**src/source/isa_pkg.sv**
```systemverilog
package isa_pkg;

  typedef logic [31:0] word_t;     // data or address word
  typedef logic [4:0]  reg_idx_t;  // gpr number

  typedef enum logic [5:0] {
    OP_SPECIAL = 6'h00, OP_REGIMM = 6'h01, OP_J     = 6'h02, OP_JAL   = 6'h03,
    OP_BEQ     = 6'h04, OP_BNE    = 6'h05, OP_BLEZ  = 6'h06, OP_BGTZ  = 6'h07,
    OP_ADDIU   = 6'h09, OP_SLTI   = 6'h0a, OP_SLTIU = 6'h0b, OP_ANDI  = 6'h0c,
    OP_ORI     = 6'h0d, OP_XORI   = 6'h0e, OP_LUI   = 6'h0f,
    OP_LB      = 6'h20, OP_LH     = 6'h21, OP_LW    = 6'h23, OP_LBU   = 6'h24,
    OP_LHU     = 6'h25, OP_SB     = 6'h28, OP_SH    = 6'h29, OP_SW    = 6'h2b
  } opcode_e;

  typedef enum logic [5:0] {
    F_SLL  = 6'h00, F_SRL  = 6'h02, F_SRA = 6'h03, F_JR  = 6'h08,
    F_ADDU = 6'h21, F_SUBU = 6'h23, F_AND = 6'h24, F_OR  = 6'h25,
    F_XOR  = 6'h26, F_NOR  = 6'h27, F_SLT = 6'h2a, F_SLTU = 6'h2b
  } funct_e;

  // rt field codes under REGIMM
  localparam reg_idx_t RT_BLTZ = 5'd0;
  localparam reg_idx_t RT_BGEZ = 5'd1;

  typedef struct packed {
    opcode_e    opcode;
    reg_idx_t   rs;
    reg_idx_t   rt;
    reg_idx_t   rd;
    logic [4:0] shamt;
    funct_e     funct;
  } r_fmt_t;

  typedef struct packed {
    opcode_e     opcode;
    reg_idx_t    rs;
    reg_idx_t    rt;
    logic [15:0] imm;
  } i_fmt_t;

  typedef struct packed {
    opcode_e     opcode;
    logic [25:0] idx;    // word index within 256M region
  } j_fmt_t;

  // same 32 bits seen through each format
  typedef union packed {
    r_fmt_t r;
    i_fmt_t i;
    j_fmt_t j;
  } inst_u;

endpackage

```
**src/source/pipe_pkg.sv**
```systemverilog
package pipe_pkg;
  import isa_pkg::*;

  typedef enum logic [3:0] {
    ALU_ADD, ALU_SUB, ALU_AND, ALU_OR, ALU_XOR, ALU_NOR,
    ALU_SLT, ALU_SLTU, ALU_SLL, ALU_SRL, ALU_SRA, ALU_LUI
  } alu_op_e;

  typedef enum logic [2:0] {
    BR_NORM = 3'd0, BR_JR   = 3'd1, BR_BEQ  = 3'd2, BR_BNE  = 3'd3,
    BR_BLEZ = 3'd4, BR_BLTZ = 3'd5, BR_BGEZ = 3'd6, BR_BGTZ = 3'd7
  } br_type_e;

  typedef enum logic [2:0] {
    MEM_WORD, MEM_UBYTE, MEM_UHALF, MEM_SBYTE, MEM_SHALF
  } mem_op_e;

  typedef enum logic [1:0] {DST_RT, DST_RD, DST_RA31} reg_dst_e;

  typedef enum logic [1:0] {FWD_NONE, FWD_FROM_MEM, FWD_FROM_WB} fwd_sel_e;

  typedef struct packed {
    logic     write_reg;
    logic     write_mem;
    logic     read_mem;
    mem_op_e  mem_op;         // access size and load extension
    alu_op_e  alu_op;
    logic     alu_src_a_pc;   // pc instead of rs
    logic     alu_src_b_imm;  // immediate instead of rt
    logic     imm_zero_ext;   // logical immediates
    reg_dst_e reg_dst;
    br_type_e br_type;
    logic     jump;           // j and jal
    logic     link;           // jal
  } ctrl_t;

  typedef struct packed {
    ctrl_t       ctrl;
    word_t       pc_plus_4;
    word_t       op_a;       // rs from regfile
    word_t       op_b;       // rt from regfile
    logic [25:0] inst_lo;    // rs rt rd shamt or jump index
    word_t       imm;
    word_t       br_off;     // sign extended and shifted by 2
  } id_ex_t;

  typedef struct packed {
    logic       write_reg;
    logic       read_mem;
    mem_op_e    mem_op;
    reg_idx_t   dst;
    word_t      alu_out;
    logic [1:0] addr_lo;     // byte lane of the access
    word_t      st_src;      // forwarded rt of a store
  } ex_mem_t;

  typedef struct packed {
    logic     write_reg;
    reg_idx_t dst;
    word_t    data;
  } mem_wb_t;

  typedef struct packed {
    logic  take;
    word_t target;
  } redirect_t;

  typedef struct packed {
    logic        we;
    logic        re;
    logic [29:0] addr;   // word address
    logic [3:0]  be;
    word_t       wdata;
  } dmem_req_t;

endpackage

```
**src/source/fetch_stage.sv**
```systemverilog
module fetch_stage import isa_pkg::*, pipe_pkg::*; #(
  parameter word_t reset_pc = '0
) (
  input  logic        clk,
  input  logic        arst_n,
  input  logic        stall_fd,
  input  redirect_t   redirect,
  output logic [29:0] imem_addr,
  input  word_t       imem_data,
  output inst_u       inst_d,
  output word_t       pc_d
);

  word_t pc_f;      // address of the word on imem_data
  word_t next_pc;
  logic  started;   // low until the first fetch has been issued
  inst_u inst_f;

  always_comb begin
    if (!started)
      next_pc = reset_pc;
    else if (stall_fd)
      next_pc = pc_f;             // re-read same word
    else if (redirect.take)
      next_pc = redirect.target;
    else
      next_pc = pc_f + 32'd4;
  end

  assign imem_addr = next_pc[31:2];

  always_comb begin
    if (stall_fd)
      inst_f = inst_d;            // keep decode word
    else if (!started || redirect.take)
      inst_f = '0;                // squash into sll zero
    else
      inst_f = imem_data;
  end

  always_ff @(posedge clk or negedge arst_n) begin
    if (!arst_n) begin
      pc_f    <= reset_pc;
      started <= 1'b0;
      inst_d  <= '0;
      pc_d    <= '0;
    end else begin
      pc_f    <= next_pc;
      started <= 1'b1;
      inst_d  <= inst_f;
      if (!stall_fd)
        pc_d <= pc_f;
    end
  end

endmodule

```
**src/source/regfile.sv**
```systemverilog
module regfile import isa_pkg::*, pipe_pkg::*; (
  input  logic     clk,
  input  logic     arst_n,
  input  reg_idx_t rd_addr_a,
  input  reg_idx_t rd_addr_b,
  output word_t    rd_data_a,
  output word_t    rd_data_b,
  input  mem_wb_t  wb
);

  word_t regs [1:31];   // r0 not stored

  function automatic word_t rd_port(reg_idx_t addr, word_t stored, mem_wb_t wr);
    word_t val;
    if (addr == '0)
      val = '0;
    else if (wr.write_reg && wr.dst == addr)
      val = wr.data;      // write-first bypass
    else
      val = stored;
    return val;
  endfunction

  assign rd_data_a = rd_port(rd_addr_a, regs[rd_addr_a], wb);
  assign rd_data_b = rd_port(rd_addr_b, regs[rd_addr_b], wb);

  always_ff @(posedge clk or negedge arst_n) begin
    if (!arst_n) begin
      for (int i = 1; i < 32; i++)
        regs[i] <= '0;
    end else if (wb.write_reg && wb.dst != '0) begin
      regs[wb.dst] <= wb.data;
    end
  end

endmodule

```
**src/source/control_decoder.sv**
```systemverilog
module control_decoder import isa_pkg::*, pipe_pkg::*; (
  input  inst_u inst,
  output ctrl_t ctrl
);

  always_comb begin
    ctrl = '0;                            // unknown encodings stay a no-op
    case (inst.r.opcode)
      OP_SPECIAL: begin
        ctrl.write_reg = 1'b1;
        ctrl.reg_dst   = DST_RD;
        case (inst.r.funct)
          F_ADDU:  ctrl.alu_op = ALU_ADD;
          F_SUBU:  ctrl.alu_op = ALU_SUB;
          F_AND:   ctrl.alu_op = ALU_AND;
          F_OR:    ctrl.alu_op = ALU_OR;
          F_XOR:   ctrl.alu_op = ALU_XOR;
          F_NOR:   ctrl.alu_op = ALU_NOR;
          F_SLT:   ctrl.alu_op = ALU_SLT;
          F_SLTU:  ctrl.alu_op = ALU_SLTU;
          F_SLL:   ctrl.alu_op = ALU_SLL;
          F_SRL:   ctrl.alu_op = ALU_SRL;
          F_SRA:   ctrl.alu_op = ALU_SRA;
          F_JR: begin
            ctrl.write_reg = 1'b0;
            ctrl.reg_dst   = DST_RT;
            ctrl.br_type   = BR_JR;
          end
          default: ctrl = '0;
        endcase
      end
      OP_REGIMM: begin
        if (inst.i.rt == RT_BLTZ)
          ctrl.br_type = BR_BLTZ;
        else if (inst.i.rt == RT_BGEZ)
          ctrl.br_type = BR_BGEZ;
      end
      OP_J:    ctrl.jump = 1'b1;
      OP_JAL: begin
        ctrl.jump          = 1'b1;
        ctrl.link          = 1'b1;
        ctrl.write_reg     = 1'b1;
        ctrl.reg_dst       = DST_RA31;
        ctrl.alu_src_a_pc  = 1'b1;       // pc + 8 past the delay slot
        ctrl.alu_src_b_imm = 1'b1;
      end
      OP_BEQ:  ctrl.br_type = BR_BEQ;
      OP_BNE:  ctrl.br_type = BR_BNE;
      OP_BLEZ: ctrl.br_type = BR_BLEZ;
      OP_BGTZ: ctrl.br_type = BR_BGTZ;
      OP_ADDIU, OP_SLTI, OP_SLTIU, OP_ANDI, OP_ORI, OP_XORI, OP_LUI: begin
        ctrl.write_reg     = 1'b1;
        ctrl.alu_src_b_imm = 1'b1;
        ctrl.imm_zero_ext  = inst.i.opcode inside {OP_ANDI, OP_ORI, OP_XORI};
        case (inst.i.opcode)
          OP_SLTI:  ctrl.alu_op = ALU_SLT;
          OP_SLTIU: ctrl.alu_op = ALU_SLTU;    // sign extended, unsigned compare
          OP_ANDI:  ctrl.alu_op = ALU_AND;
          OP_ORI:   ctrl.alu_op = ALU_OR;
          OP_XORI:  ctrl.alu_op = ALU_XOR;
          OP_LUI:   ctrl.alu_op = ALU_LUI;
          default:  ctrl.alu_op = ALU_ADD;
        endcase
      end
      OP_LW, OP_LH, OP_LHU, OP_LB, OP_LBU: begin
        ctrl.write_reg     = 1'b1;
        ctrl.read_mem      = 1'b1;
        ctrl.alu_src_b_imm = 1'b1;         // base + offset
        case (inst.i.opcode)
          OP_LB:   ctrl.mem_op = MEM_SBYTE;
          OP_LBU:  ctrl.mem_op = MEM_UBYTE;
          OP_LH:   ctrl.mem_op = MEM_SHALF;
          OP_LHU:  ctrl.mem_op = MEM_UHALF;
          default: ctrl.mem_op = MEM_WORD;
        endcase
      end
      OP_SW, OP_SH, OP_SB: begin
        ctrl.write_mem     = 1'b1;
        ctrl.alu_src_b_imm = 1'b1;
        if (inst.i.opcode == OP_SB)
          ctrl.mem_op = MEM_UBYTE;
        else if (inst.i.opcode == OP_SH)
          ctrl.mem_op = MEM_UHALF;
      end
      default: ctrl = '0;
    endcase
  end

endmodule

```
**src/source/decode_stage.sv**
```systemverilog
module decode_stage import isa_pkg::*, pipe_pkg::*; (
  input  logic     clk,
  input  logic     arst_n,
  input  logic     stall_fd,
  input  logic     flush_e,
  input  inst_u    inst_d,
  input  word_t    pc_d,
  output reg_idx_t rs_d,
  output reg_idx_t rt_d,
  input  word_t    rd_data_a,
  input  word_t    rd_data_b,
  output id_ex_t   id_ex
);

  ctrl_t  ctrl;
  word_t  imm_ext;
  id_ex_t id_ex_d;   // next execute contents

  control_decoder i_control_decoder (
    .inst (inst_d),
    .ctrl (ctrl)
  );

  assign rs_d = inst_d.r.rs;
  assign rt_d = inst_d.r.rt;

  always_comb begin
    if (ctrl.link)
      imm_ext = 32'd8;                                      // link offset for jal
    else if (ctrl.imm_zero_ext)
      imm_ext = {16'h0000, inst_d.i.imm};
    else
      imm_ext = {{16{inst_d.i.imm[15]}}, inst_d.i.imm};
  end

  always_comb begin
    id_ex_d.ctrl      = ctrl;
    id_ex_d.pc_plus_4 = pc_d + 32'd4;
    id_ex_d.op_a      = rd_data_a;
    id_ex_d.op_b      = rd_data_b;
    id_ex_d.inst_lo   = inst_d.j.idx;
    id_ex_d.imm       = imm_ext;
    id_ex_d.br_off    = {{14{inst_d.i.imm[15]}}, inst_d.i.imm, 2'b00};
  end

  always_ff @(posedge clk or negedge arst_n) begin
    if (!arst_n)
      id_ex <= '0;
    else if (flush_e)
      id_ex <= '0;          // bubble into execute
    else if (!stall_fd)
      id_ex <= id_ex_d;
  end

endmodule

```
**src/source/execute_stage.sv**
```systemverilog
module execute_stage import isa_pkg::*, pipe_pkg::*; (
  input  logic      clk,
  input  logic      arst_n,
  input  id_ex_t    id_ex,
  input  fwd_sel_e  fwd_a,
  input  fwd_sel_e  fwd_b,
  input  word_t     mem_fwd,
  input  mem_wb_t   wb,
  output redirect_t redirect,
  output dmem_req_t dmem_req,
  output ex_mem_t   ex_mem
);

  word_t      src_a_fwd, src_b_fwd;  // rs and rt after forwarding
  word_t      alu_a, alu_b, alu_out;
  logic [4:0] shamt;
  reg_idx_t   dst;
  logic       br_cond;
  logic [3:0] st_be;
  word_t      st_data;
  ex_mem_t    ex_mem_d;

  function automatic word_t fwd_mux(fwd_sel_e sel, word_t reg_val, word_t mem_val,
                                    word_t wb_val);
    word_t val;
    case (sel)
      FWD_FROM_MEM: val = mem_val;
      FWD_FROM_WB:  val = wb_val;
      default:      val = reg_val;
    endcase
    return val;
  endfunction

  assign src_a_fwd = fwd_mux(fwd_a, id_ex.op_a, mem_fwd, wb.data);
  assign src_b_fwd = fwd_mux(fwd_b, id_ex.op_b, mem_fwd, wb.data);

  assign alu_a = id_ex.ctrl.alu_src_a_pc ? id_ex.pc_plus_4 - 32'd4 : src_a_fwd;
  assign alu_b = id_ex.ctrl.alu_src_b_imm ? id_ex.imm : src_b_fwd;
  assign shamt = id_ex.inst_lo[10:6];

  always_comb begin
    case (id_ex.ctrl.alu_op)
      ALU_SUB:  alu_out = alu_a - alu_b;
      ALU_AND:  alu_out = alu_a & alu_b;
      ALU_OR:   alu_out = alu_a | alu_b;
      ALU_XOR:  alu_out = alu_a ^ alu_b;
      ALU_NOR:  alu_out = ~(alu_a | alu_b);
      ALU_SLT:  alu_out = {31'd0, $signed(alu_a) < $signed(alu_b)};
      ALU_SLTU: alu_out = {31'd0, alu_a < alu_b};
      ALU_SLL:  alu_out = alu_b << shamt;
      ALU_SRL:  alu_out = alu_b >> shamt;
      ALU_SRA:  alu_out = $signed(alu_b) >>> shamt;
      ALU_LUI:  alu_out = {alu_b[15:0], 16'h0000};
      default:  alu_out = alu_a + alu_b;
    endcase
  end

  always_comb begin
    case (id_ex.ctrl.br_type)
      BR_JR:   br_cond = 1'b1;
      BR_BEQ:  br_cond = src_a_fwd == src_b_fwd;
      BR_BNE:  br_cond = src_a_fwd != src_b_fwd;
      BR_BLEZ: br_cond = src_a_fwd[31] || src_a_fwd == '0;
      BR_BLTZ: br_cond = src_a_fwd[31];
      BR_BGEZ: br_cond = !src_a_fwd[31];
      BR_BGTZ: br_cond = !src_a_fwd[31] && src_a_fwd != '0;
      default: br_cond = 1'b0;                       // not a branch
    endcase
  end

  always_comb begin
    redirect.take = br_cond || id_ex.ctrl.jump;
    if (id_ex.ctrl.br_type == BR_JR)
      redirect.target = src_a_fwd;
    else if (id_ex.ctrl.jump)
      redirect.target = {id_ex.pc_plus_4[31:28], id_ex.inst_lo, 2'b00};
    else
      redirect.target = id_ex.pc_plus_4 + id_ex.br_off;
  end

  always_comb begin
    case (id_ex.ctrl.reg_dst)
      DST_RD:   dst = id_ex.inst_lo[15:11];
      DST_RA31: dst = 5'd31;
      default:  dst = id_ex.inst_lo[20:16];
    endcase
  end

  // little endian lanes picked by the low address bits
  always_comb begin
    case (id_ex.ctrl.mem_op)
      MEM_UBYTE, MEM_SBYTE: begin
        st_data = {4{src_b_fwd[7:0]}};
        st_be   = 4'b0001 << alu_out[1:0];
      end
      MEM_UHALF, MEM_SHALF: begin
        st_data = {2{src_b_fwd[15:0]}};
        st_be   = alu_out[1] ? 4'b1100 : 4'b0011;
      end
      default: begin
        st_data = src_b_fwd;
        st_be   = 4'b1111;
      end
    endcase
  end

  always_comb begin
    dmem_req.we    = id_ex.ctrl.write_mem;
    dmem_req.re    = id_ex.ctrl.read_mem;
    dmem_req.addr  = alu_out[31:2];
    dmem_req.be    = st_be;
    dmem_req.wdata = st_data;
  end

  always_comb begin
    ex_mem_d.write_reg = id_ex.ctrl.write_reg;
    ex_mem_d.read_mem  = id_ex.ctrl.read_mem;
    ex_mem_d.mem_op    = id_ex.ctrl.mem_op;
    ex_mem_d.dst       = dst;
    ex_mem_d.alu_out   = alu_out;
    ex_mem_d.addr_lo   = alu_out[1:0];
    ex_mem_d.st_src    = src_b_fwd;
  end

  always_ff @(posedge clk or negedge arst_n) begin
    if (!arst_n)
      ex_mem <= '0;
    else
      ex_mem <= ex_mem_d;
  end

endmodule

```
**src/source/mem_wb_stage.sv**
```systemverilog
module mem_wb_stage import isa_pkg::*, pipe_pkg::*; (
  input  logic    clk,
  input  logic    arst_n,
  input  ex_mem_t ex_mem,
  input  word_t   dmem_rdata,
  output word_t   mem_fwd,
  output mem_wb_t wb
);

  word_t   lane;       // addressed byte or half moved to bit 0
  word_t   load_data;
  mem_wb_t wb_d;

  assign lane    = dmem_rdata >> {ex_mem.addr_lo, 3'b000};
  assign mem_fwd = ex_mem.alu_out;

  always_comb begin
    case (ex_mem.mem_op)
      MEM_UBYTE: load_data = {24'h000000, lane[7:0]};
      MEM_SBYTE: load_data = {{24{lane[7]}}, lane[7:0]};
      MEM_UHALF: load_data = {16'h0000, lane[15:0]};
      MEM_SHALF: load_data = {{16{lane[15]}}, lane[15:0]};
      default:   load_data = dmem_rdata;
    endcase
  end

  always_comb begin
    wb_d.write_reg = ex_mem.write_reg;
    wb_d.dst       = ex_mem.dst;
    wb_d.data      = ex_mem.read_mem ? load_data : ex_mem.alu_out;
  end

  always_ff @(posedge clk or negedge arst_n) begin
    if (!arst_n)
      wb <= '0;
    else
      wb <= wb_d;
  end

endmodule

```
**src/source/hazard_unit.sv**
```systemverilog
module hazard_unit import isa_pkg::*, pipe_pkg::*; (
  input  reg_idx_t rs_d,
  input  reg_idx_t rt_d,
  input  id_ex_t   id_ex,
  input  ex_mem_t  ex_mem,
  input  mem_wb_t  wb,
  output logic     stall_fd,
  output logic     flush_e,
  output fwd_sel_e fwd_a,
  output fwd_sel_e fwd_b
);

  reg_idx_t rs_e, rt_e;

  assign rs_e = id_ex.inst_lo[25:21];
  assign rt_e = id_ex.inst_lo[20:16];   // also the load destination

  // load in execute feeding decode waits one cycle
  assign stall_fd = id_ex.ctrl.read_mem && rt_e != '0 && (rt_e == rs_d || rt_e == rt_d);
  assign flush_e  = stall_fd;

  function automatic fwd_sel_e fwd_pick(reg_idx_t src, ex_mem_t mem_stage,
                                        mem_wb_t wb_stage);
    fwd_sel_e sel;
    if (mem_stage.write_reg && mem_stage.dst != '0 && mem_stage.dst == src)
      sel = FWD_FROM_MEM;               // youngest result wins
    else if (wb_stage.write_reg && wb_stage.dst != '0 && wb_stage.dst == src)
      sel = FWD_FROM_WB;
    else
      sel = FWD_NONE;
    return sel;
  endfunction

  assign fwd_a = fwd_pick(rs_e, ex_mem, wb);
  assign fwd_b = fwd_pick(rt_e, ex_mem, wb);

endmodule

```
**src/source/mips_core.sv**
```systemverilog
module mips_core import isa_pkg::*, pipe_pkg::*; #(
  parameter word_t reset_pc = '0
) (
  input  logic        clk,
  input  logic        arst_n,
  output logic [29:0] imem_addr,
  input  word_t       imem_data,
  output dmem_req_t   dmem_req,
  input  word_t       dmem_rdata
);

  inst_u     inst_d;
  word_t     pc_d;
  reg_idx_t  rs_d, rt_d;
  word_t     rd_data_a, rd_data_b;
  id_ex_t    id_ex;
  ex_mem_t   ex_mem;
  mem_wb_t   wb;
  word_t     mem_fwd;      // alu result in memory stage
  redirect_t redirect;
  logic      stall_fd, flush_e;
  fwd_sel_e  fwd_a, fwd_b;

  fetch_stage #(.reset_pc(reset_pc)) i_fetch (
    .clk, .arst_n, .stall_fd, .redirect, .imem_addr, .imem_data, .inst_d, .pc_d
  );

  regfile i_regfile (
    .clk, .arst_n, .rd_addr_a(rs_d), .rd_addr_b(rt_d), .rd_data_a, .rd_data_b, .wb
  );

  decode_stage i_decode (
    .clk, .arst_n, .stall_fd, .flush_e, .inst_d, .pc_d, .rs_d, .rt_d,
    .rd_data_a, .rd_data_b, .id_ex
  );

  execute_stage i_execute (
    .clk, .arst_n, .id_ex, .fwd_a, .fwd_b, .mem_fwd, .wb, .redirect, .dmem_req, .ex_mem
  );

  mem_wb_stage i_mem_wb (
    .clk, .arst_n, .ex_mem, .dmem_rdata, .mem_fwd, .wb
  );

  hazard_unit i_hazard (
    .rs_d, .rt_d, .id_ex, .ex_mem, .wb, .stall_fd, .flush_e, .fwd_a, .fwd_b
  );

endmodule

```
**config.mk**
```make
export PLATFORM = sky130hd
export DESIGN_NAME = mips_core
export DESIGN_NICKNAME = d
export VERILOG_FILES = /design/src/source/isa_pkg.sv /design/src/source/pipe_pkg.sv /design/src/source/fetch_stage.sv /design/src/source/regfile.sv /design/src/source/control_decoder.sv /design/src/source/decode_stage.sv /design/src/source/execute_stage.sv /design/src/source/mem_wb_stage.sv /design/src/source/hazard_unit.sv /design/src/source/mips_core.sv
export SDC_FILE = /design/constraint.sdc
export NUM_CORES = 2
export LEC_CHECK = 0
export BUFFER_PORTS_ARGS = -buffer_cell sky130_fd_sc_hd__buf_2
export CAP_MARGIN = 20
export CORE_MARGIN = 2
export CORE_UTILIZATION = 35
export CTS_BUF_LIST = sky130_fd_sc_hd__clkbuf_4 sky130_fd_sc_hd__clkbuf_8
export CTS_CLUSTER_DIAMETER = 120
export DETAILED_ROUTE_END_ITERATION = 8
export SLEW_MARGIN = 20
export SYNTH_ARGS = -nofsm -noshare
export SYNTH_HDL_FRONTEND = slang
export SYNTH_SLANG_ARGS = --single-unit
export TNS_END_PERCENT = 100
```
**constraint.sdc**
```tcl
create_clock -name clk -period 14.4 [get_ports clk]
set_clock_uncertainty 0.2 [all_clocks]
set_input_delay 1.44 -clock clk [delete_from_list [all_inputs] [get_ports clk]]
set_output_delay 1.44 -clock clk [all_outputs]
set_load 0.05 [all_outputs]
```
==> Implementation_results.wiki <==
{| class="wikitable"
! Metric !! Value
|-
| Status || completed
|-
| Number of flip-flops and latches in the synthesized netlist || between 1000 and 1500
|-
| First-pass iteration count of the detailed router || 8
|-
| Total number of cells along the worst setup path || 23
|-
| Standard cell core area || approximately 0.24 mm2
|-
| Part of the cycle the worst path needs || 0.763
|-
| Worst reg2reg endpoint || i_execute.ex_mem[55]$_DFF_PN0_
|-
| Maximum buffer depth of the clock tree || 3
|-
| WL per Instance || 32.1 um
|-
| Count of cells along the worst hold path || 0
|-
| RSZ-0062 raised after global routing || no
|-
| Launch point of the worst reg-to-reg path || i_execute.ex_mem[67]$_DFF_PN0_
|-
| Min-Delay Startpoint || i_decode.id_ex[205]$_DFF_PN0_
|-
| CTS H-tree depth || 4
|-
| Most crowded layer after global routing || met2
|-
| Register Area || between 0.03 and 0.04 mm2
|-
| Final core utilization || 0.388
|-
| Antenna violations before repair || 24
|-
| Worst relative slew slack || 0.114
|-
| Setup repair bufs after CTS || 0
|-
| Met2 layer usage reported by global route || 0.420
|-
| Max-Cap Viols || 0
|-
| Master of the slowest instance on the critical path || sky130_fd_sc_hd__or3_2
|-
| Crit-path max cell delay || 720 ps
|-
| Most frequent standard cell in the layout excluding fill and tap cells || sky130_fd_sc_hd__dfrtp_1
|-
| Most used DFF post-synth || sky130_fd_sc_hd__dfrtp_1
|-
| Buffers plus inverters on the worst setup path || 4
|-
| Peak ir drop on the vdd network || between 0.2 and 0.25 mV
|-
| Class of the most critical setup path || reg -> out
|-
| Clock root buffer || sky130_fd_sc_hd__clkbuf_8
|-
| Chip width || 493 um
|-
| Area leader, netlist || sky130_fd_sc_hd__dfrtp_1
|-
| Cell area power density || approximately 180 mW/mm2
|-
| Final Max Tran Viols || 0
|-
| Die boundary height || 493 um
|-
| Met1 track utilization from global routing || 0.345
|-
| Initial Utilization || 0.352
|-
| Via total after detailed routing || between 60000 and 70000
|-
| Vias in the first global route || 64400
|-
| Total detailed-routing wirelength || between 300 and 400 mm
|-
| Wire length of the first global-routing pass || 476 mm
|-
| Sw Share || 0.437
|-
| Worst EP arrival || ~9300 ps
|-
| Total global routing track utilization || 0.269
|-
| Instance area at placement || about 0.087 mm2
|-
| Syn Inst Count || 7190
|-
| Minimum clock period after layout || around 11000 ps
|-
| DP HPWL || ~220 mm
|-
| # rows || 179
|-
| Cell count of the worst reg-to-reg path || 22
|-
| Final antenna-violating net count || 0
|-
| Detailed-route DRC error count || 0
|-
| Clock latency reported for the late side of the worst-skew pair || between 1000 and 1500 ps
|-
| Warnings from Yosys || 0
|-
| Clock tree from TritonCTS || done
|-
| CTS Hold Buffers Added || 0
|-
| Static power due to leakage || 40.2 nW
|-
| Hold violation total from the final report || 0
|-
| Mapped Nets || approximately 7400
|-
| # setup viols final || 0
|-
| Actual transition at the worst max-transition pin || ~1300 ps
|-
| GPL Wtd Cong || slightly above 1
|-
| EDFF count, synth || 0
|-
| Seq/Total Area, Yosys || 0.397
|-
| Global routing usage on met3 || 0.0584
|-
| Number of different library cells in the post-synthesis netlist || between 90 and 100
|-
| Register clock-pin slew on the reported worst setup and hold paths || approximately 60 ps
|-
| Die outline area || approximately 0.24 mm2
|-
| Commonest cells after routing, fill and taps aside || 1305 x sky130_fd_sc_hd__dfrtp_1, 1098 x sky130_fd_sc_hd__mux2_2, 592 x sky130_fd_sc_hd__mux4_2
|-
| Gates resized, CTS repair || 0
|-
| Share of cells above drive strength 1 || 0.359
|-
| Post-layout net count || 7241
|-
| Sequential cell fraction of total power || 0.325
|-
| Clock group share of total power || 0.233
|-
| Signed area change from the synthesized netlist to the final layout || 10.5%
|-
| Worst-path cell chain || or4_1, o21ai_4, buf_4, or3_2, buf_4, a31oi_1, mux2i_2, inv_1, ha_1, a21o_1, a21oi_1, a21oi_1, o311ai_0, a211oi_1, o41ai_1, nand2b_1, nor2_1, nor3_1, a21o_1, o21ai_0, o211ai_1, or4_1, buf_2
|-
| Synthesized cell area || ~0.084 mm2
|-
| Number of fill cells || about 23000
|-
| Critical path required time || approximately 13000 ps
|-
| Starting DRT DRC Count || about 7100
|-
| Family with the most delay on the worst path || compound AO/OA/AOI/OAI gates
|-
| Cell Int Power || 9.20 mW
|-
| Hold Crit Class || reg -> reg
|-
| Post-route design area || 0.0923 mm2
|-
| Number of I/O pins || roughly 160
|-
| FF-to-FF setup slack || slightly below 6000 ps
|-
| Synth async-reset ratio || 1.00
|-
| Area of the multi-input gates || between 0.04 and 0.05 mm2
|-
| Largest net degree at the start of global routing || around 180
|-
| Net switching power || 7.13 mW
|-
| Aggregate global routing overflow || 0
|-
| Worst-case hold path end point || i_execute.ex_mem[75]$_DFF_PN0_
|-
| Count of port buffers added during placement || about 160
|-
| Fraction of power consumed by combinational cells || 0.442
|-
| Nature of the critical path startpoint || flop
|-
| Clock buffers created by TritonCTS || about 220
|-
| Largest fanout of any net on the critical path || 53
|-
| Top-area cell type share of the netlist area || 0.397
|-
| Top post-synthesis cells by area || sky130_fd_sc_hd__dfrtp_1 40%, sky130_fd_sc_hd__mux4_2 16%, sky130_fd_sc_hd__mux2_2 15%, sky130_fd_sc_hd__nor2_1 2.3%, sky130_fd_sc_hd__a21oi_1 2.1%
|-
| Critical path capture point type || output port
|-
| Final TNS setup || 0 ps
|-
| Count of clock tree sinks || 1325
|-
| Mean instance size in the synthesized netlist || approximately 12 um2
|-
| Drt via density || 6.22
|-
| Fmax || about 90 MHz
|}
## logic make-up after synthesis
group                    synth area share
AO/OA/AOI/OAI                       0.111
adder cells (fa/ha/maj)            0.0203
XOR/XNOR                           0.0179
multiplexers                        0.329
other                           0.0000449
AND/OR/NAND/NOR                    0.0813
buffers and inverters              0.0438
flip-flops                          0.397
## power groups by stage
stage	combinational, mW	clock (mW)	sequential [mW]
floorplan	4.96	0	4.87
CTS	7.05	3.86	5.26
global placement	6.99	0	5.26
detailed placement	7.03	0	5.32
global route	7.55	4.04	5.37
finish	7.22	3.80	5.30
## state kept, by name, summed over array words and instances (netlist names)
| signal | count |
|---|---|
| i_execute.ex_mem | 42 |
| i_fetch.pc_f | 32 |
| i_decode.id_ex | 156 |
| i_regfile.regs | 992 |
| i_fetch.started | 1 |
| i_mem_wb.wb | 38 |
| i_fetch.pc_d | 32 |
| i_fetch.inst_d | 32 |
## cell usage after synthesis (all sizes together), types with 106 or more instances
cell type	n
clkbuf	460
xnor2	106
nand3	116
nand2	356
inv	136
dfrtp	1325
ha	130
a21oi	348
o21ai	287
mux4	592
mux2	1100
buf	271
nor2	512
a22o	108
mux2i	167
## per-layer routing
layer	wire length (um)	part of all wire	vias up
met5	0	0	-
met1	131000	0.39	33800
met3	27900	0.083	878
met4	22300	0.067	0
li1	-	-	26900
met2	153000	0.46	3208
## worst max-delay path by stage
stage | from | to | slack (ps)
after global placement | i_execute.ex_mem[67]$_DFF_PN0_ | dmem_req[55] | 4640
final | i_execute.ex_mem[67]$_DFF_PN0_ | dmem_req[55] | 3420
after CTS | i_execute.ex_mem[67]$_DFF_PN0_ | dmem_req[63] | 3600
after global routing | i_execute.ex_mem[67]$_DFF_PN0_ | dmem_req[63] | 3040
after detailed placement | i_execute.ex_mem[67]$_DFF_PN0_ | dmem_req[63] | 4670
after floorplan | i_execute.ex_mem[67]$_DFF_PN0_ | dmem_req[35] | 5900
## metrics by stage
stage | hold slack (ps) | setup slack [ps] | cells | power (mW)
after floorplan | 131 | 5900 | 7190 | 9.83
after global placement | 186 | 4640 | 9981 | 12.2
after detailed placement | 173 | 4670 | 9981 | 12.4
after CTS | 188 | 3600 | 10400 | 16.2
after global routing | 196 | 3040 | 10400 | 17.0
final | 189 | 3420 | 10400 | 16.3
## final cells by class
cell class / instances / area share
well taps: 3167 / 0.0429
repair buffers: 357 / 0.0261
multi-input cells: 4994 / 0.510
clock buffers: 365 / 0.0497
diodes: 13 / 0.000353
flip-flops and latches: 1325 / 0.360
inverters: 140 / 0.00569
clock inverters: 45 / 0.00553
Power figures use the tool's default switching activity.
